===== src/logic/led_pkg.sv =====
package led_pkg;

  // one LED colour, green in the top byte, then red, then blue
  typedef logic [23:0] pixel_t;
  typedef logic [7:0]  pixel_addr_t;   // LED index in the frame buffer
  typedef logic [7:0]  pixel_count_t;  // LEDs in the chain, 0 sends nothing
  typedef logic [15:0] frame_count_t;  // wrapping count of finished frames

  typedef logic [9:0]  wb_addr_t;      // word address
  typedef logic [31:0] wb_data_t;

  // register map, word addresses
  localparam wb_addr_t reg_ctrl   = 10'd0;
  localparam wb_addr_t reg_status = 10'd1;  // read only
  localparam wb_addr_t pixel_base = 10'd256;  // words 256..511 hold pixels 0..255

  // field positions
  localparam int ctrl_enable_bit  = 0;
  localparam int ctrl_count_lsb   = 8;
  localparam int status_busy_bit  = 0;
  localparam int status_frame_lsb = 16;

  typedef enum logic [2:0] {
    gap,       // line low between frames
    fetch,     // first pixel of a frame into the shifter
    bit_high,  // high phase of the current bit
    bit_low,   // low phase of the current bit
    next_bit   // advance to the next bit or pixel
  } tx_state_e;

  typedef struct packed {
    logic     cyc;
    logic     stb;
    logic     we;
    wb_addr_t adr;
    wb_data_t dat_w;
  } wb_req_t;

  typedef struct packed {
    logic     ack;
    wb_data_t dat_r;
  } wb_rsp_t;

endpackage


===== src/logic/ws2812_transmitter.sv =====
`timescale 1ns/1ps

module ws2812_transmitter #(
  parameter int clk_hz   = 27_000_000,
  parameter int reset_us = 300
) (
  input  logic                  clk,
  input  logic                  reset_n,
  input  logic                  enable,
  input  led_pkg::pixel_count_t pixel_count,
  input  led_pkg::pixel_t       rd_data,
  output led_pkg::pixel_addr_t  rd_addr,
  output logic                  ws2812,
  output logic                  busy,
  output logic                  frame_done
);

  import led_pkg::*;

  localparam real clk_mhz = clk_hz / 1.0e6;
  localparam int  t0h     = int'(0.40 * clk_mhz);  // ~400 ns
  localparam int  t1h     = int'(0.85 * clk_mhz);  // ~850 ns
  localparam int  t0l     = t1h;
  localparam int  t1l     = t0h;
  localparam int  gap_len = int'(reset_us * clk_mhz);
  localparam int  cnt_w   = $clog2(gap_len + 1);
  localparam int  bits_per_pixel = $bits(pixel_t);

  localparam logic [cnt_w-1:0] gap_last = cnt_w'(gap_len - 1);

  tx_state_e        state;
  logic [cnt_w-1:0] cnt;        // shared by gap and both bit phases
  logic [cnt_w-1:0] hi_last;
  logic [cnt_w-1:0] lo_last;
  pixel_t           shift;      // MSB is the bit on the line
  logic [4:0]       bit_idx;
  logic             run;        // frame allowed, taken at gap start
  pixel_count_t     frame_len;
  logic             last_bit;
  logic             last_pixel;

  // phase lengths depend on the bit being sent
  assign hi_last = shift[bits_per_pixel-1] ? cnt_w'(t1h - 1) : cnt_w'(t0h - 1);
  assign lo_last = shift[bits_per_pixel-1] ? cnt_w'(t1l - 1) : cnt_w'(t0l - 1);

  assign last_bit = (bit_idx == 5'(bits_per_pixel - 1));

  // rd_addr already points one past the pixel being shifted
  assign last_pixel = (rd_addr == pixel_addr_t'(frame_len));

  always_ff @(posedge clk or negedge reset_n) begin
    if (!reset_n) begin
      state      <= gap;
      cnt        <= '0;
      bit_idx    <= '0;
      rd_addr    <= '0;
      run        <= 1'b0;
      frame_len  <= '0;
      frame_done <= 1'b0;
    end else begin
      frame_done <= 1'b0;
      case (state)
        gap: begin
          if (cnt == '0) begin
            run       <= enable && (pixel_count != '0);
            frame_len <= pixel_count;
          end
          if (cnt == gap_last) begin
            cnt <= '0;  // restart the gap and sample again if idle
            if (run) begin
              state <= fetch;
            end
          end else begin
            cnt <= cnt + 1'b1;
          end
        end

        fetch: begin
          rd_addr <= rd_addr + 1'b1;  // next pixel address out early
          bit_idx <= '0;
          cnt     <= '0;
          state   <= bit_high;
        end

        bit_high: begin
          if (cnt == hi_last) begin
            cnt   <= '0;
            state <= bit_low;
          end else begin
            cnt <= cnt + 1'b1;
          end
        end

        bit_low: begin
          if (cnt == lo_last) begin
            cnt   <= '0;
            state <= next_bit;
          end else begin
            cnt <= cnt + 1'b1;
          end
        end

        next_bit: begin
          if (!last_bit) begin
            bit_idx <= bit_idx + 1'b1;
            state   <= bit_high;
          end else if (last_pixel) begin
            rd_addr    <= '0;
            frame_done <= 1'b1;
            state      <= gap;
          end else begin
            rd_addr <= rd_addr + 1'b1;
            bit_idx <= '0;
            state   <= bit_high;
          end
        end

        default: begin
          state <= gap;
        end
      endcase
    end
  end

  // pixel shifter, reloaded from the buffer at each pixel boundary
  always_ff @(posedge clk) begin
    if (state == fetch || (state == next_bit && last_bit)) begin
      shift <= rd_data;
    end else if (state == next_bit) begin
      shift <= shift << 1;
    end
  end

  assign ws2812 = (state == bit_high);
  assign busy   = (state != gap);

endmodule


===== config.mk =====
export PLATFORM = sky130hd
export DESIGN_NAME = ws2812_transmitter
export DESIGN_NICKNAME = d
export VERILOG_FILES = /design/src/logic/led_pkg.sv /design/src/logic/ws2812_transmitter.sv
export SDC_FILE = /design/constraint.sdc
export NUM_CORES = 1
export LEC_CHECK = 0
export BUFFER_PORTS_ARGS = -buffer_cell sky130_fd_sc_hd__clkbuf_2
export CAP_MARGIN = 15
export CORE_MARGIN = 2
export CORE_UTILIZATION = 54
export DETAILED_ROUTE_END_ITERATION = 7
export GPL_TIMING_DRIVEN = 0
export PLACE_DENSITY = 0.77
export SKIP_CTS_REPAIR_TIMING = 1
export SLEW_MARGIN = 10
export SYNTH_ARGS = -nofsm -noshare
export SYNTH_HDL_FRONTEND = slang
export SYNTH_SLANG_ARGS = --single-unit

===== constraint.sdc =====
create_clock -name clk -period 3 [get_ports clk]
set_clock_uncertainty 0.15 [all_clocks]
set_input_delay 0.3 -clock clk [delete_from_list [all_inputs] [get_ports clk]]
set_output_delay 0.3 -clock clk [all_outputs]
set_load 0.005 [all_outputs]

Word level (Yosys, flattened, before mapping) --
Index checks and enable logic that the tools add are counted.
Word-level totals: register bits 63, output and inout port bits 11
Cells by class: add/subtract/negate cells 3, equal/unequal tests 15, multiplexer cells 24, reductions and logical operators 14
Operator list (number):
- 13-bit one-hot mux with 4 select lines | 1
- 24-bit 2-to-1 mux | 2
- 13-bit 2-to-1 mux | 3
- 13-bit by 5-bit == test with 1-bit output | 2
- 5-bit 2-to-1 mux | 4
- 8-bit 2-to-1 mux | 2
- 8-bit one-hot mux with 2 select lines | 1
- 3-bit one-hot mux with 5 select lines | 1
- 13-bit by 1-bit adder with 13-bit output, second input constant | 1
- 13-bit == test, second input constant | 1
- 13-bit zero test | 1
- 3-bit 2-to-1 mux | 4
- 5-bit one-hot mux with 2 select lines | 1
- 8-bit by 1-bit adder with 8-bit output, second input constant | 1
- 8-bit == test | 1
- 2-bit inequality test, second input constant | 4
- 8-bit nonzero test | 1
- 3-bit by 2-bit == test with 1-bit output, second input constant | 2
- 2-bit AND reduction | 3
- 5-bit by 1-bit adder with 5-bit output, second input constant | 1
- 5-bit == test, second input constant | 1
- 2-bit 2-to-1 mux | 2
- 4-bit AND reduction | 1
- 2-bit nonzero test | 2
- 10 further kinds | 13

Logic depth before layout (Yosys ltp) --
word-level depth 4, depth in mapped cells 8

Worst setup path before layout --
No wires, ideal clock.
path type reg-to-reg, start reg bit_idx[0], end reg shift[10] (data pin), library setup time 0.260 ns, data arrival time 1.725 ns, slack 0.865 ns, cell stages (with the launch flop) 8, path buffers 2, clock period less this slack 2.135 ns, cell sequence dfrtp_1 > ha_1 > and4b_1 > buf_2 > a21oi_4 > nor2_4 > buf_2 > mux2_2
On the way: word-level cells in the longest chain between the ends 4
Ends and longest elaborated chain:
- from (decl) | RTL line ws2812_transmitter.sv:36 | logic [4:0] bit_idx;
- from (signal assigned) | RTL line ws2812_transmitter.sv:105 | bit_idx <= bit_idx + 1'b1;
- 5-bit == test | RTL line ws2812_transmitter.sv:46 | assign last_bit = (bit_idx == 5'(bits_per_pixel - 1));
- 1-bit logical AND | RTL line ws2812_transmitter.sv:127 | if (state == fetch || (state == next_bit && last_bit)) begin
- 1-bit logical OR | RTL line ws2812_transmitter.sv:127
- 24-bit 2-to-1 mux | RTL line ws2812_transmitter.sv:127
- to (signal assigned) | RTL line ws2812_transmitter.sv:128 | shift <= rd_data;
- to (signal assigned) | RTL line ws2812_transmitter.sv:130 | shift <= shift << 1;
- to (decl) | RTL line ws2812_transmitter.sv:35 | pixel_t shift;
No other way between the ends. A chain may end at the register's enable or synchronous reset.

Worst setup path in the final report --
start reg bit_idx[0], end reg shift[20] (data pin)
The elaborated chain is that of the path after synthesis.

==> flow_summary_export.csv <==
group,metric,value,unit
final_layout,fillers,462,
floorplanning,core_area,5960,um^2
sta,fin_tns_setup,0,ns
final_layout,design_area,3890,um^2
floorplanning,die_h,82.6,um
final_layout,finalNetCount,374,
final_layout,drive_above_1_share,34.9,%
worst_setup_path,worstPathRequired,2.94,ns
sta,clock.fmax,416,MHz
yosys,seq_area_frac_synth,50.8,%
yosys,synthArstFlopShare,61.9,%
place,placed_area,3660,um^2
floorplanning,die_area,6820,um^2
floorplanning,ios,46,
floorplanning,std_cell_rows,28,
floorplanning,die_w,82.6,um
drt,routedWlPerCell,16.5,um
place,dpl.hpwl,4780,um
grt,grt_pass1_wl,11400,um
yosys,synth.distinct_cells,57,
worst_setup_path,startpoint_type,"register",
worst_setup_path,end_kind,"register",
yosys,synthTopCellsByCount,"dfrtp_1, edfxtp_1, mux2_2",
final_layout,utilization,65.4,%
worst_setup_path,regToRegSetupSlack,0.59,ns
sta,hold_viol,39,
sta,min_period_over_period,80.2,%
yosys,synth-main-ff-cell,"dfrtp_1",
yosys,synth-seq-cells,63,
yosys,syn_avg_cell_area,12.0,um^2
clock_network,cts_sinks,63,
grt,globalRouteTotalUtil,22.6,%
yosys,syn_nets,318,
final_layout,syn_to_final_growth,16.6,%
grt,grt_max_degree,40,
yosys,yosysTopAreaCellShare,29.2,%
clock_network,clk_path_buf_depth,2,
yosys,synth_edf_count,24,
clock_network,htreeDepth,3,
place,gp_congestion,0.833,
run,maxCapViolCount,0,
drt,routed_via_density,5.84,
drt,first_pass_iters,4,
power_and_ir_drop,p_per_area,469,nW/um^2
power_and_ir_drop,ir_drop,0.000472,V
sta,tightestPinTransition,1.01,ns
yosys,yosys_warnings,0,
worst_setup_path,crit_arrival,2.34,ns
place,io_buffer_count,45,
sta,max_slew_margin,32.8,%
sta,period_needed,2.41,ns
worst_hold_path,hold_path.class,"input port to asynchronous set/reset pin",
grt,antenna_found_initial,0,
drt,drt_iter0_markers,174,
yosys,syn-cell-area,3340,um^2
grt,grt_overflow,0,
sta,grt_setup_unrepaired,"no",
outcome,violations,"negative hold slack",
power_and_ir_drop,leakage,1.77,nW
sta,setup_viol,0,
yosys,synth.area.top_cells,"dfrtp_1, edfxtp_1, mux2_2",
clock_network,insertion_delay,0.34,ns
clock_network,cts.reportedPaths.clkPinSlew,0.08,ns
drt,drc_errors,0,
worst_setup_path,critical_path_class,"register to register",
yosys,synth_top_area_cell,"dfrtp_1",
outcome,status,"complete, but fails checks",
clock_network,cts_root_buf,"clkbuf_8",
yosys,syn_inst,277,
final_layout,n_antenna_cell,0,
sta,fin_hold_ws,-0.0316,ns
floorplanning,start_util,56.0,%
grt,grt_pass1_vias,2376,
clock_network,cts_made_buffers,9,
drt,drtAntennaViolNets,0,
yosys,yosysMostFrequentCell,"dfrtp_1",
drt,dr_total_vias,2413,
sta,maxSlewViolCount,0,
clock_network,cts_tree,"yes",
drt,wl,6820,um
worst_setup_path,cp_max_fo,10,
==> metrics by stage <==
stage | power, mW | hold WS, ns | setup WS [ns] | std cells
2_1_floorplan | 0.929 | -0.146 | 0.865 | 277
3_3_place_gp | 0.963 | 0.317 | 0.660 | 397
3_5_place_dp | 0.966 | 0.338 | 0.636 | 397
4_1_cts | 1.84 | -0.00947 | 0.613 | 413
6_report | 1.83 | -0.0316 | 0.594 | 413
5_1_grt | 1.87 | 0.0475 | 0.416 | 413
==> registers in the layout (all words and copies together), names as in the netlist <==
register and count:
cnt 13, frame_done 1, run 1, rd_addr 8
shift 24, state 3, frame_len 8, bit_idx 5
==> cell usage in the layout, fill, tap and decap left out, types with 3 or more instances in the layout <==
cell type,synthesis,final
a311o_1,4,4
and3_1,3,3
and4_1,4,4
buf_2,5,5
bufinv_16,0,3
clkbuf_1,3,4
clkbuf_2,1,46
clkbuf_8,0,9
dfrtp_1,39,39
edfxtp_1,24,24
ha_1,6,6
inv_1,5,5
mux2_2,24,24
mux2_4,8,8
nand2_1,19,19
nand2b_1,3,3
nand3_1,8,8
nand4_1,6,6
nor2_1,16,16
nor4b_1,4,4
o21ai_0,22,22
o21ai_2,5,5
o2bb2ai_2,3,3
or3_1,4,4
xnor2_1,6,6
xor2_1,9,9
==> kinds of logic after synthesis <==
| kind of cell | count (synthesis) | synth area share, % |
|---|---|---|
| and+or+nand+nor | 91 | 16.3 |
| muxes | 34 | 12.3 |
| xor gates and xnor gates | 15 | 3.94 |
| AOI/OAI and AO/OA | 51 | 11.6 |
| DFF | 63 | 50.8 |
| buffers and inverters | 17 | 2.70 |
| adders and majority gates | 6 | 2.25 |
==> where the power goes <==
part,leakage [nW],switching (mW),internal [mW]
Combinational,0.860,0.0218,0.0258
Clock,0.120,0.327,0.551
Sequential,0.789,0.00515,0.895
==> worst paths after layout <==
check / from / end / depth (start not counted)
max in group asynchronous: reset_n / cnt[2] / 1
hold / removal: reset_n / rd_addr[3] / 1
setup reg to reg: bit_idx[0] / shift[20] / 7
min in group clk: pixel_count[2] / frame_len[2] / 2
setup / recovery: bit_idx[0] / shift[20] / 7
hold reg to reg: bit_idx[4] / bit_idx[4] / 1
==> per-layer routing <==
metal  GRT usage, %  vias up  routed length [um]
li1               -     1152                   -
met1           31.1     1182                3210
met2           33.9       67                3140
met3           5.43       12                 369
met4           10.5        0                 104
met5              0        -                   0
==> critical path: stages, from the launching register on <==
cell     delay, ns
dfrtp_1       0.38
ha_1          0.25
and4b_1       0.20
buf_2         0.18
a21oi_4       0.12
nor2_4        0.22
buf_2         0.30
mux2_2        0.36
==> layout make-up <==
type,count,area (um^2),area share (%)
flip-flops and latches,63,1700,43.6
multi-input cells,197,1550,39.8
repair buffers,45,225,5.79
clock buffers,10,128,3.28
clock inverters,6,109,2.80
well taps,75,93.8,2.41
plain buffers,12,71.3,1.83
inverters,5,18.8,0.482
No activity file was read; power rests on OpenSTA's default activity.
