### config.mk
export PLATFORM = sky130hd
export DESIGN_NAME = led_wb_slave
export DESIGN_NICKNAME = d
export VERILOG_FILES = /design/src/logic/led_pkg.sv /design/src/logic/led_wb_slave.sv
export SDC_FILE = /design/constraint.sdc
export NUM_CORES = 1
export LEC_CHECK = 0
export ABC_AREA = 1
export BUFFER_PORTS_ARGS = -buffer_cell sky130_fd_sc_hd__buf_2
export CORE_MARGIN = 8
export CORE_UTILIZATION = 49
export DETAILED_ROUTE_END_ITERATION = 16
export HOLD_SLACK_MARGIN = 0.12
export PLACE_DENSITY = 0.86
export REMOVE_ABC_BUFFERS = 1
export SETUP_SLACK_MARGIN = 0.15
export SLEW_MARGIN = 20
export SYNTH_ARGS = -nofsm -noshare
export SYNTH_HDL_FRONTEND = slang
export SYNTH_SLANG_ARGS = --single-unit
### constraint.sdc
create_clock -name clk -period 2.39 [get_ports clk]
set_input_delay 0 -clock clk [delete_from_list [all_inputs] [get_ports clk]]
set_output_delay 0 -clock clk [all_outputs]
set_load 0.03 [all_outputs]
### src/logic/led_pkg.sv
package led_pkg;

  // one LED colour, green in the top byte, then red, then blue
  typedef logic [23:0] pixel_t;
  typedef logic [7:0]  pixel_addr_t;   // LED index in the frame buffer
  typedef logic [7:0]  pixel_count_t;  // LEDs in the chain, 0 sends nothing
  typedef logic [15:0] frame_count_t;  // wrapping count of finished frames

  typedef logic [9:0]  wb_addr_t;      // word address
  typedef logic [31:0] wb_data_t;

  // register map, word addresses
  localparam wb_addr_t reg_ctrl   = 10'd0;
  localparam wb_addr_t reg_status = 10'd1;  // read only
  localparam wb_addr_t pixel_base = 10'd256;  // words 256..511 hold pixels 0..255

  // field positions
  localparam int ctrl_enable_bit  = 0;
  localparam int ctrl_count_lsb   = 8;
  localparam int status_busy_bit  = 0;
  localparam int status_frame_lsb = 16;

  typedef enum logic [2:0] {
    gap,       // line low between frames
    fetch,     // first pixel of a frame into the shifter
    bit_high,  // high phase of the current bit
    bit_low,   // low phase of the current bit
    next_bit   // advance to the next bit or pixel
  } tx_state_e;

  typedef struct packed {
    logic     cyc;
    logic     stb;
    logic     we;
    wb_addr_t adr;
    wb_data_t dat_w;
  } wb_req_t;

  typedef struct packed {
    logic     ack;
    wb_data_t dat_r;
  } wb_rsp_t;

endpackage

### src/logic/led_wb_slave.sv
`timescale 1ns/1ps

module led_wb_slave (
  input  logic                  clk,
  input  logic                  reset_n,
  input  led_pkg::wb_req_t      wb_req,
  input  logic                  busy,
  input  logic                  frame_done,
  output led_pkg::wb_rsp_t      wb_rsp,
  output logic                  enable,
  output led_pkg::pixel_count_t pixel_count,
  output logic                  wr_en,
  output led_pkg::pixel_addr_t  wr_addr,
  output led_pkg::pixel_t       wr_data
);

  import led_pkg::*;

  logic         ack_q;
  logic         held;        // acked, waiting for stb to drop
  wb_data_t     dat_r_q;
  wb_data_t     rd_mux;
  frame_count_t frame_cnt;
  logic         access;
  logic         sel_ctrl;
  logic         sel_status;
  logic         sel_pixel;

  // a new cycle is only taken once stb has been low after the last ack
  assign access = wb_req.cyc && wb_req.stb && !held;

  assign sel_ctrl   = (wb_req.adr == reg_ctrl);
  assign sel_status = (wb_req.adr == reg_status);
  assign sel_pixel  = (wb_req.adr[9:8] == pixel_base[9:8]);  // 256..511

  // unmapped and pixel addresses read back as zero
  always_comb begin
    rd_mux = '0;
    if (sel_ctrl) begin
      rd_mux[ctrl_enable_bit] = enable;
      rd_mux[ctrl_count_lsb +: $bits(pixel_count_t)] = pixel_count;
    end else if (sel_status) begin
      rd_mux[status_busy_bit] = busy;
      rd_mux[status_frame_lsb +: $bits(frame_count_t)] = frame_cnt;
    end
  end

  always_ff @(posedge clk or negedge reset_n) begin
    if (!reset_n) begin
      ack_q       <= 1'b0;
      held        <= 1'b0;
      enable      <= 1'b0;
      pixel_count <= '0;
      wr_en       <= 1'b0;
    end else begin
      ack_q <= access;
      wr_en <= access && wb_req.we && sel_pixel;  // one cycle strobe
      if (access) begin
        held <= 1'b1;
      end else if (!wb_req.stb) begin
        held <= 1'b0;
      end
      if (access && wb_req.we && sel_ctrl) begin
        enable      <= wb_req.dat_w[ctrl_enable_bit];
        pixel_count <= wb_req.dat_w[ctrl_count_lsb +: $bits(pixel_count_t)];
      end
    end
  end

  always_ff @(posedge clk or negedge reset_n) begin
    if (!reset_n) begin
      frame_cnt <= '0;
    end else if (frame_done) begin
      frame_cnt <= frame_cnt + 1'b1;  // wraps at 16 bits
    end
  end

  // read data and pixel write payload
  always_ff @(posedge clk) begin
    if (access) begin
      dat_r_q <= rd_mux;
      wr_addr <= wb_req.adr[7:0];
      wr_data <= wb_req.dat_w[23:0];
    end
  end

  assign wb_rsp = '{ack: ack_q, dat_r: dat_r_q};

endmodule

* Word level (Yosys, flattened, before mapping)
Cells that the tools add are included.
** Word-level totals
- Register bits after elaboration :: 85
- Input bits :: 49
- Output and inout bits :: 75
- Word-level logic and storage cells :: 28
** Cells by class
- Add/subtract/negate cells :: 1
- Equality and inequality tests :: 3
- Mux-type cells :: 4
- Bitwise gates (word level) :: 1
- Reduce and logical (&&, ||, !) cells :: 8
** Operator list (count)
- adder 16 x 1 -> 16 bit, second input constant :: 1
- == test 10 x 1 -> 1 bit, second input constant :: 1
- logical NOT 10 bit :: 1
- logical AND 1 bit :: 5
- 2-to-1 mux 1 bit :: 4
- == test 2 x 1 -> 1 bit, second input constant :: 1
- inequality test 2 x 1 -> 1 bit, second input constant :: 1
- OR reduction 2 bit :: 1
- logical NOT 1 bit :: 1
- NOT 1 bit :: 1

* Logic depth before layout (Yosys ltp)
Gate-level depths: netlist of the first run.
- Depth after elaboration :: 4
- Depth in mapped cells :: 7

* Worst setup path after synthesis of the first run
No wires, ideal clock.
- Path type :: register to register
- Start :: register held
- End :: register dat_r_q[0] (enable)
- Arrival time :: 1.634 ns
- Data required time :: 1.978 ns
- Setup slack :: 0.344 ns
- Cell stages (with the launch flop) :: 4
- Path through :: dfrtp_1 inv_1 nand3_1 inv_1
** On the way
- Word-level cells in the longest chain between the ends :: 2
** RTL lines
- from (decl) :: line led_wb_slave.sv:20 : logic held;
- from (signal assigned) :: line led_wb_slave.sv:51 : held <= 1'b0;
- from (signal assigned) :: line led_wb_slave.sv:59 : held <= 1'b1;
- from (signal assigned) :: line led_wb_slave.sv:61 : held <= 1'b0;
- logical NOT 1 bit :: line led_wb_slave.sv:30 : assign access = wb_req.cyc && wb_req.stb && !held;
- logical AND 1 bit :: line led_wb_slave.sv:30
- named net access :: line led_wb_slave.sv:24 : logic access;
- to (signal assigned) :: line led_wb_slave.sv:81 : dat_r_q <= rd_mux;
- to (decl) :: line led_wb_slave.sv:21 : wb_data_t dat_r_q;
The timed path passes the listed nets, and every way through them passes these cells.
A chain may end at the register's enable or synchronous reset.

* Final worst setup path of the first run
- Start :: register held
- End :: register wr_en
** On the way
- Word-level cells in the longest chain between the ends :: 4
** RTL lines
- logical NOT 1 bit :: line led_wb_slave.sv:30
- logical AND 1 bit :: line led_wb_slave.sv:30
- logical AND 1 bit (2 in series) :: line led_wb_slave.sv:57 : wr_en <= access && wb_req.we && sel_pixel;
- to (signal assigned) :: line led_wb_slave.sv:57
- to (decl) :: line led_wb_slave.sv:12 : output logic wr_en,
No other way between the ends.

==> summary.txt, run 1 <==
Number of global-route vias before repair = 2,682
Place WS = 1.00 ns
First-pass GRT wire length = 14,600 µm
Buffers and inverters on the worst path = 2
RR Startpoint = held
Yosys warns = 0
Die H = 98.8 µm
CTS sink cnt = 85
Critical Path AT = 1.85 ns
Final Hold Fails = 0
IO Count = 124
Post-detail-place hpwl = 5340 µm
Power Density = 799 nW/µm²
CP top delay family = buffers and inverters
R2R Path End = wr_en
Max Fanout on Critical Path = 3
DIE AREA = 9750 µm²
Largest net degree at the start of global routing = 36
Final core area utilization = 68.0%
Maximum clock path buffer count = 2
Worst Tran Pin Value = 0.665 ns
CP required = 2.69 ns
Worst setup SP type = register
Outcome = completed
Root buffer cell = clkbuf_8
Synth cell types = 22
GR peak layer = met2
Worst Setup End Kind = register
Seq pwr share = 50.7%
Htree depth = 3
Layout cells sized above 1 = 33.2%
DR vias = 2,614
Routed Antenna Nets = 0
Worst reg2reg setup slack = 0.85 ns
Final worst-path cycle share = 64.6%
Inserted Diodes = 0
DR WL/cell = 18.7 µm
Commonest non-fill, non-tap cell in the layout = buf_2
FP Rows = 30
Met3 GRT Util = 6.34%
Hold Startpoint = wb_req[42]
GRT met2 Usage = 34.3%
Peak Freq = 648 MHz
Reg clk slew, reported paths = 0.09 ns
Post-Layout Cell Count = 514
Most Frequent Cell on Critical Path = nor2_1
Int Power = 2540 µW
Worst reg2reg path depth = 6
Post_cts resized = 0
Combinational fraction of design power = 17.6%
Post-detailed-route DRC marker count = 0
Switching share of power = 30.5%
Final setup skew = 0.00842 ns
Total of max-cap violations = 0
Area Growth Syn to Fin = 36.1%
Max rail drop VDD = 0.000261 V
Total congestion overflow = 0
DRT iter0 DRCs = 129
Initial antenna violation count = 0
Syn avg cell area = 12.2 µm²
RD Place Congestion = 0.837
Initial core utilization = 49.9%
First drt pass iteration count = 4
Worst skew pair latency = 0.36 ns
Crit path cell chain = inv_1 -> nand3_1 -> nor2_1 -> nand2_1 -> nor2_1 -> dlygate4sd3_1
Switching Power = 1110 µW
Finished Cell Area = 4570 µm²
WHS Endpoint = pixel_count[4]
Input/output buffers = 108
Area after DPL = 3960 µm²
Die Wd = 98.8 µm
Setup violators final = 0
Post-Syn Area = 3360 µm²
Mapped Cells = 274
CTS Buf Count = 9
Met1 GRT Util = 20.6%
WL final = 9600 µm
Total Routing Usage GR = 19.7%
Worst Hold Class = primary input to register
CP max-delay cell = dlygate4sd3_1
Placed Instances = 459
Fin nets = 479
Final slew viol count = 0
Hold Path Depth = 5
Leak pwr = 0.00213 µW
Largest stage delay on the critical path = 0.55 ns
WS Path Type = register to register
Sequential-to-total area share from yosys stat = 71.9%
Core Area = 6720 µm²
Commonest cells after routing, fill and taps aside = buf_2 (108), edfxtp_1 (57), inv_1 (45)
Relative slew slack = 55.6%
Via density = 5.09
CTS tree = yes
Post-synthesis register bit count = 85
Power share of the clock group = 31.7%
Tmin final = 1.54 ns
RSZ-0062 raised after global routing = false
Setup ws final = 0.847 ns
Final setup TNS = 0 ns
## cell type report
type | count | area, µm²
Tap cell | 80 | 100
Multi-Input combinational cell | 138 | 703
Timing Repair Buffer | 149 | 958
Sequential cell | 85 | 2410
Inverter | 46 | 173
Clock inverter | 7 | 96.3
Fill cell | 411 | 2150
Clock buffer | 9 | 124
## power by group through the flow
stage / Clock, µW / Sequential, µW / Combinational, µW
final: 1160 / 1850 / 642
after global routing: 1220 / 1870 / 712
after CTS: 1130 / 1840 / 630
after detailed placement: 0 / 1870 / 576
after global placement: 0 / 1860 / 554
after floorplan: 0 / 1930 / 332
## repair_timing
action / in CTS / in global routing
endpoints found under the hold margin: 78 / 0
setup buffers: 0 / 0
endpoints found under the setup margin: 0 / 0
hold buffers: 39 / 0
## cells in the mapped netlist
| master | n | share of area (%) |
|---|---|---|
| nand3_4 | 1 | 0.52 |
| nor3_4 | 1 | 0.48 |
| nor2_2 | 2 | 0.37 |
| buf_4 | 9 | 2.0 |
| conb_1 | 1 | 0.11 |
| o21ai_0 | 3 | 0.45 |
| nor2_4 | 1 | 0.34 |
| dfrtp_1 | 28 | 21 |
| ha_1 | 1 | 0.37 |
| nor2_1 | 43 | 4.8 |
| nand2_1 | 41 | 4.6 |
| nand3_1 | 10 | 1.5 |
| nand4_1 | 5 | 0.93 |
| buf_6 | 2 | 0.67 |
| nand2_2 | 2 | 0.37 |
| xor2_1 | 9 | 2.3 |
| nor3_1 | 1 | 0.15 |
| inv_1 | 46 | 5.1 |
| o21ai_2 | 9 | 2.3 |
| nor3_2 | 1 | 0.30 |
| edfxtp_1 | 57 | 51 |
| nand3_2 | 1 | 0.30 |
## tightest hold or removal path, cell delays in order
cell and delay (ns):
buf_2 0.10, inv_1 0.04, nor2_1 0.07, nand3_4 0.25, o21ai_2 0.07
## kinds of logic after synthesis
logic type / after synthesis / share of synthesized area (%)
buffers and inverters: 57 / 7.83
AO/OA/AOI/OAI: 12 / 2.80
AND/OR/NAND/NOR: 109 / 14.7
flip-flops: 85 / 71.9
XOR/XNOR: 9 / 2.35
adder cells (fa/ha/maj): 1 / 0.373
other: 1 / 0.112
## per-stage QoR
step | total power (µW) | hold slack [ns]
final | 3650 | 0.204
after global routing | 3790 | 0.248
after CTS | 3600 | 0.191
after detailed placement | 2440 | 0.0771
after global placement | 2410 | 0.0587
after floorplan | 2260 | -0.296
## state kept, by name, summed over array words and instances (netlist names)
register / count
ack_q: 1
wr_en: 1
wr_addr: 8
dat_r_q: 25
wr_data: 24
pixel_count: 8
held: 1
frame_cnt: 16
enable: 1
## per-layer routing
layer  wire (µm)  vias up  share of wire, %
li1            -     1174                 -
met4         301        0               3.1
met2        4890      161                51
met5           0        -                 0
met1        3520     1257                37
met3         884       22               9.2
## how the worst max path moves through the flow
stage,startpoint,to,slack [ns],depth (start not counted)
6_report,held,wr_en,0.85,6
5_1_grt,held,wr_en,0.75,6
4_1_cts,held,wr_en,0.85,6
3_5_place_dp,held,enable,1.00,6
3_3_place_gp,held,pixel_count[0],1.03,6
2_1_floorplan,held,dat_r_q[0],0.34,3
(Power assumes the default switching activity.)
==> run 2, diff against run 1 <==
Settings changed: ABC_AREA 1 to 0, CORE_UTILIZATION 49 to 43, PLACE_DENSITY 0.86 to 0.82.
Clock period 2.39 ns to 1.3 ns, I/O delays scaled along.
==> summary.txt, run 2 <==
Crit path launch = frame_cnt[2]
Hold Path Depth = 2 (-3)
Largest net degree at the start of global routing = 29 (-19%)
Synth cell count leaders = edfxtp_1 (57), dfrtp_1 (28), and3_1 (18), mux2_2 (10), xnor2_1 (9)
Post-synth top area share = 54.5% (+3.5 points)
Critical Path AT = 1.76 ns (-0.09 ns)
Post-Syn Area = 3140 µm² (-6.5%)
Commonest cells after routing, fill and taps aside = buf_2 (107), edfxtp_1 (57), dlygate4sd3_1 (39)
Number of global-route vias before repair = 2,522 (-6.0%)
Layout cells sized above 1 = 55.4% (+22 points)
Initial antenna violation count = 0 (unchanged)
Power Density = 1240 nW/µm² (+55%)
Via density = 5.16 (+1.4%)
Final setup TNS = -1.54 ns (-1.54 ns)
Fillers = 389 (-5.4%)
Post-synthesis register bit count = 85 (unchanged)
WS Path Type = register to register
Post-detail-place hpwl = 5060 µm (-5.4%)
Pwr Total = 6440 µW (+76%)
Ys async rst share = 32.9% (unchanged)
Setup violators final = 36 (+36)
Final worst-path cycle share = 114% (+50 points)
WL final = 11,200 µm (+17%)
Reg clk slew, reported paths = 0.09 ns (about the same)
DR vias = 2,568 (-1.8%)
Regs by FF count = dat_r_q x25, wr_data x24, frame_cnt x16
Switching share of power = 25.8% (-4.7 points)
Final setup skew = 0.0136 ns (+0.00520 ns)
Ranking of synthesized cells by area = edfxtp_1 (55%), dfrtp_1 (22%), and3_1 (3.6%)
Worst reg2reg path depth = 5 (-1)
CP top delay family = simple AND/OR/NAND/NOR gates
Place WS = -0.307 ns (-1.31 ns)
Maximum clock path buffer count = 2 (unchanged)
RR Startpoint = frame_cnt[2]
IO Count = 124 (unchanged)
First-pass GRT wire length = 14,400 µm (-1.1%)
Max Fanout on Critical Path = 4 (+1)
Crit path cell chain = nand4_1 -> buf_4 -> nor2_1 -> and3_1 -> xor2_1
Worst Setup End Kind = register
Total Routing Usage GR = 19.1% (-0.62 points)
Initial core utilization = 43.7% (-6.2 points)
Htree depth = 3 (unchanged)
Yosys warns = 0 (unchanged)
Final Hold Fails = 0 (unchanged)
CTS sink cnt = 85 (unchanged)
EDFF count, synth = 57 (unchanged)
Post-detailed-route DRC marker count = 0 (unchanged)
DR WL/cell = 22.6 µm (+21%)
Worst reg2reg setup slack = -0.18 ns (-1.03 ns)
Post-Layout Cell Count = 498 (-3.1%)
Worst Tran Pin Value = 0.651 ns (-0.0145 ns)
Total of max-cap violations = 0 (unchanged)
Power share of the clock group = 31.7% (about the same)
CP max-delay cell = dfrtp_1
Leak pwr = 0.00238 µW (+12%)
Biggest register = dat_r_q
Final core area utilization = 72.4% (+4.4 points)
DRT iter0 DRCs = 184 (+43%)
Relative slew slack = 56.6% (+0.97 points)
Int Power = 4780 µW (+88%)
Area leader, netlist = edfxtp_1
Setup ws final = -0.184 ns (-1.03 ns)
Input/output buffers = 108 (unchanged)
Synth cell types = 28 (+27%)
CP endpoint = frame_cnt[7]
Mapped Cells = 184 (-33%)
Predominant post-synthesis flop cell = edfxtp_1
Stages on worst setup path = 5 (-1)
Routed Antenna Nets = 0 (unchanged)
Final slew viol count = 0 (unchanged)
Die Wd = 101 µm (+2.7%)
DIE AREA = 10,300 µm² (+5.5%)
Peak Freq = 674 MHz (+4.0%)
First drt pass iteration count = 4 (unchanged)
Fin nets = 444 (-7.3%)
Worst Hold Class = primary input to register
Max reg flops = 25 (unchanged)
Root buffer cell = clkbuf_8
RD Place Congestion = 0.786 (-6.0%)
Seq pwr share = 49.0% (-1.7 points)
Max rail drop VDD = 0.000591 V (+130%)
Sequential-to-total area share from yosys stat = 76.9% (+5.0 points)
Total congestion overflow = 0 (unchanged)
Placed Instances = 409 (-11%)
R2R Path End = frame_cnt[7]
Core Area = 7180 µm² (+6.8%)
CP required = 1.57 ns (-1.12 ns)
Largest stage delay on the critical path = 0.36 ns (-0.19 ns)
Inserted Diodes = 0 (unchanged)
Worst setup SP type = register
Worst skew pair latency = 0.35 ns (about the same)
Combinational fraction of design power = 19.3% (+1.7 points)
Buffers and inverters on the worst path = 1 (-1)
Violated checks = setup timing
CTS Buf Count = 9 (unchanged)
Die H = 101 µm (+2.7%)
FP Rows = 31 (+3.3%)
Syn avg cell area = 17.1 µm² (+39%)
Area Growth Syn to Fin = 65.6%
Outcome = finished with violations
Switching Power = 1660 µW (+49%)
CTS tree = yes
Commonest non-fill, non-tap cell in the layout = buf_2
RSZ-0062 raised after global routing = true
Count leader, synth = edfxtp_1
Tmin final = 1.48 ns (-0.0593 ns)
-- run 2: worst reg2reg max path: stages (launching register included) --
cell	delay (ns)
dfrtp_1	0.36
nand4_1	0.22
buf_4	0.23
nor2_1	0.20
and3_1	0.22
xor2_1	0.18
-- run 2: power by group through the flow --
stage                     Sequential, µW  Combinational (µW)  Clock, µW
after detailed placement            3200                 842          0
after global routing                3170                1300       2140
after floorplan                     3370                 232          0
after CTS                           3140                1120       1980
after global placement              3180                 815          0
final                               3160                1240       2040
-- run 2: metal layers --
metal	up-vias	track usage (%)	wire, µm
met2	181	33.4	5970
met3	21	3.44	854
met4	0	7.79	290
li1	1086	-	-
met1	1280	22.7	4130
met5	-	0	0
-- run 2: through the flow --
stage	hold WS [ns]	cell area (µm²)
5_1_grt	0.178	5200
4_1_cts	0.147	5010
2_1_floorplan	-0.296	3090
3_3_place_gp	0.0555	3950
6_report	0.193	5200
3_5_place_dp	0.0658	3950
-- run 2: area by class of cell --
class / instances / area (µm²) / area share (%)
clock buffer: 12 / 135 / 2.60
clock inverter: 4 / 73.8 / 1.42
inverter: 2 / 7.51 / 0.144
multi-input combinational: 93 / 810 / 15.6
sequential: 85 / 2410 / 46.4
tap: 99 / 124 / 2.38
timing repair buffer: 203 / 1630 / 31.4
-- run 2: worst min-delay path by stage --
stage	start	to
after floorplan	reset_n	ack_q
after global placement	reset_n	frame_cnt[4]
after detailed placement	reset_n	frame_cnt[3]
after CTS	wb_req[32]	wr_addr[0]
after global routing	wb_req[32]	wr_addr[0]
final	wb_req[32]	wr_addr[0]
-- run 2: kinds of logic after synthesis --
group	count (synthesis)	synth area share, %
muxes	11	3.91
buffers and inverters	13	2.55
xor gates and xnor gates	15	4.19
adders and majority gates	1	0.399
and+or+nand+nor	57	11.7
DFF	85	76.9
AOI/OAI and AO/OA	1	0.239
other	1	0.120
-- run 2: timing repair --
action | 4_1_cts | 5_1_grt
resized for setup | 37 | 27
setup endpoints to repair | 73 | 103
endpoints found under the hold margin | 76 | 0
hold buffers | 39 | 0
pin swaps | 10 | 15
buffers inserted | 19 | 5
gates cloned | 8 | 2
==> run 3, diff against run 2 <==
Settings changed: CORE_ASPECT_RATIO from default to 0.7.
==> summary.txt, run 3 (synthesis results as in run 2) <==
Outcome = finished with violations
Violated checks = setup timing
Final Hold Fails = 0 (unchanged)
Routed Antenna Nets = 0 (unchanged)
Max Fanout on Critical Path = 3 (-1)
Relative slew slack = 57.1% (+0.49 points)
Final core area utilization = 71.1% (-1.4 points)
Initial core utilization = 43.6% (-0.084 points)
CP required = 1.54 ns (-0.03 ns)
Crit path launch = frame_cnt[3]
Fin nets = 434 (-2.3%)
Commonest non-fill, non-tap cell in the layout = buf_2
First-pass GRT wire length = 13,800 µm (-4.2%)
Worst reg2reg setup slack = -0.14 ns (+0.05 ns)
Setup ws final = -0.136 ns (+0.0475 ns)
CTS sink cnt = 85 (unchanged)
Htree depth = 3 (unchanged)
Total congestion overflow = 0 (unchanged)
Finished Cell Area = 5110 µm² (-1.7%)
Reg clk slew, reported paths = 0.10 ns (about the same)
Worst setup SP type = register
Largest net degree at the start of global routing = 29 (unchanged)
Worst Hold Class = primary input to register
Worst skew pair latency = 0.35 ns (about the same)
DR WL/cell = 20.3 µm (-9.9%)
Final slew viol count = 0 (unchanged)
Peak Freq = 696 MHz (+3.3%)
WS Path Type = register to register
Final worst-path cycle share = 110% (-3.7 points)
Biggest register = dat_r_q
Initial antenna violation count = 0 (unchanged)
Inserted Diodes = 0 (unchanged)
Tmin final = 1.44 ns (-0.0475 ns)
Max rail drop VDD = 0.000531 V (-10%)
Core Area = 7190 µm² (+0.19%)
Die Wd = 118 µm (+16%)
CTS Buf Count = 9 (unchanged)
WL final = 9900 µm (-12%)
Commonest cells after routing, fill and taps aside = buf_2 (106), edfxtp_1 (57), dlygate4sd3_1 (39)
Input/output buffers = 108 (unchanged)
DRT iter0 DRCs = 190 (+3.3%)
R2R Path End = frame_cnt[9]
Register Area = 2410 µm² (unchanged)
Number of global-route vias before repair = 2,475 (-1.9%)
Total of max-cap violations = 0 (unchanged)
FP Rows = 26 (-16%)
RD Place Congestion = 0.785 (-0.19%)
Post-Layout Cell Count = 487 (-2.2%)
Layout cells sized above 1 = 54.8% (-0.63 points)
CTS tree = yes
DIE AREA = 10,300 µm² (+0.43%)
Area after DPL = 3980 µm² (+0.92%)
Via density = 4.83 (-6.3%)
Leak pwr = 0.00236 µW (-0.72%)
Max reg flops = 25 (unchanged)
IO Count = 124 (unchanged)
Final setup skew = 0.0110 ns (-0.00261 ns)
Regs by FF count = dat_r_q x25, wr_data x24, frame_cnt x16
First drt pass iteration count = 4 (unchanged)
Placed Instances = 413 (+0.98%)
Root buffer cell = clkbuf_8
RR Startpoint = frame_cnt[3]
Maximum clock path buffer count = 2 (unchanged)
RSZ-0062 raised after global routing = true
Multi-input gate area = 840 µm² (+3.7%)
Critical Path AT = 1.68 ns (-0.08 ns)
Worst Setup End Kind = register
Worst reg2reg path depth = 4 (-1)
Post-detailed-route DRC marker count = 0 (unchanged)
Total Routing Usage GR = 17.6% (-1.5 points)
DR vias = 2,353 (-8.4%)
Post-detail-place hpwl = 5370 µm (+6.1%)
Fillers = 455 (+17%)
CP endpoint = frame_cnt[9]
Setup violators final = 18 (-50%)
Area Growth Syn to Fin = 62.8%
Worst Tran Pin Value = 0.643 ns (-0.00736 ns)
Power Density = 1230 nW/µm² (-0.35%)
Die H = 87.5 µm (-14%)
[run 3: changes by cell type in the layout (fill, tap and decap cells not counted), moves of 3 or more]
| cell | previous run | this run |
|---|---|---|
| mux2_4 | 2 | 9 |
| mux2_2 | 8 | 1 |
| nand3_1 | 5 | 2 |
| nand3_2 | 1 | 4 |
| buf_6 | 20 | 10 |
| and3_1 | 11 | 16 |
| and3_4 | 7 | 2 |
| buf_16 | 7 | 2 |
| clkbuf_16 | 1 | 6 |
| clkbuf_1 | 3 | 0 |
[run 3: layer usage]
metal | track usage (%) | wire [µm] | vias to the layer above
met5 | 0 | 0 | -
met4 | 4.75 | 119 | 0
met3 | 6.67 | 827 | 11
met2 | 29.6 | 4850 | 122
met1 | 20.8 | 4110 | 1155
li1 | - | - | 1065
[run 3: metrics by stage]
stage / power [µW] / hold slack, ns / TNS [ns] / setup slack, ns
finish: 6310 / 0.162 / -0.616 / -0.136
CTS: 6080 / 0.165 / -0.323 / -0.0611
detailed placement: 4060 / 0.0626 / -8.23 / -0.326
global placement: 4020 / 0.0688 / -7.16 / -0.281
global route: 6570 / 0.143 / -1.63 / -0.194
floorplan: 3600 / -0.296 / -150.93 / -2.52
[run 3: repair_timing]
item / in CTS / in global routing
hold buffers: 39 / 0
resized for setup: 35 / 24
cloned: 3 / 7
hold endpoints to repair: 76 / 0
setup endpoints to repair: 93 / 57
pin swaps: 12 / 10
setup buffers: 3 / 6
[run 3: critical path: stages (launching register included)]
cell	delay, ns
dfrtp_1	0.38
nand4_1	0.16
buf_4	0.19
or4_4	0.47
xnor2_1	0.14
[run 3: worst min-delay path by stage]
stage / slack (ns) / endpoint / start / depth (start not counted)
global route: 0.14 / wr_addr[0] / wb_req[32] / 2
floorplan: -0.30 / ack_q / reset_n / 0
CTS: 0.16 / dat_r_q[0] / wb_req[36] / 4
global placement: 0.07 / frame_cnt[7] / reset_n / 1
detailed placement: 0.06 / frame_cnt[7] / reset_n / 1
finish: 0.16 / wr_addr[0] / wb_req[32] / 2
[run 3: where the power goes]
group	internal, µW	switching [µW]
clock network	896	985
logic	645	624
registers	3060	93.0
total	4610	1700
[run 3: area by class of cell]
class                      instances  share of cell area [%]
inverter                           2                   0.147
tap                               98                    2.40
timing repair buffer             193                    29.9
multi-input combinational         93                    16.4
clock inverter                     7                    1.45
clock buffer                       9                    2.42
sequential                        85                    47.2
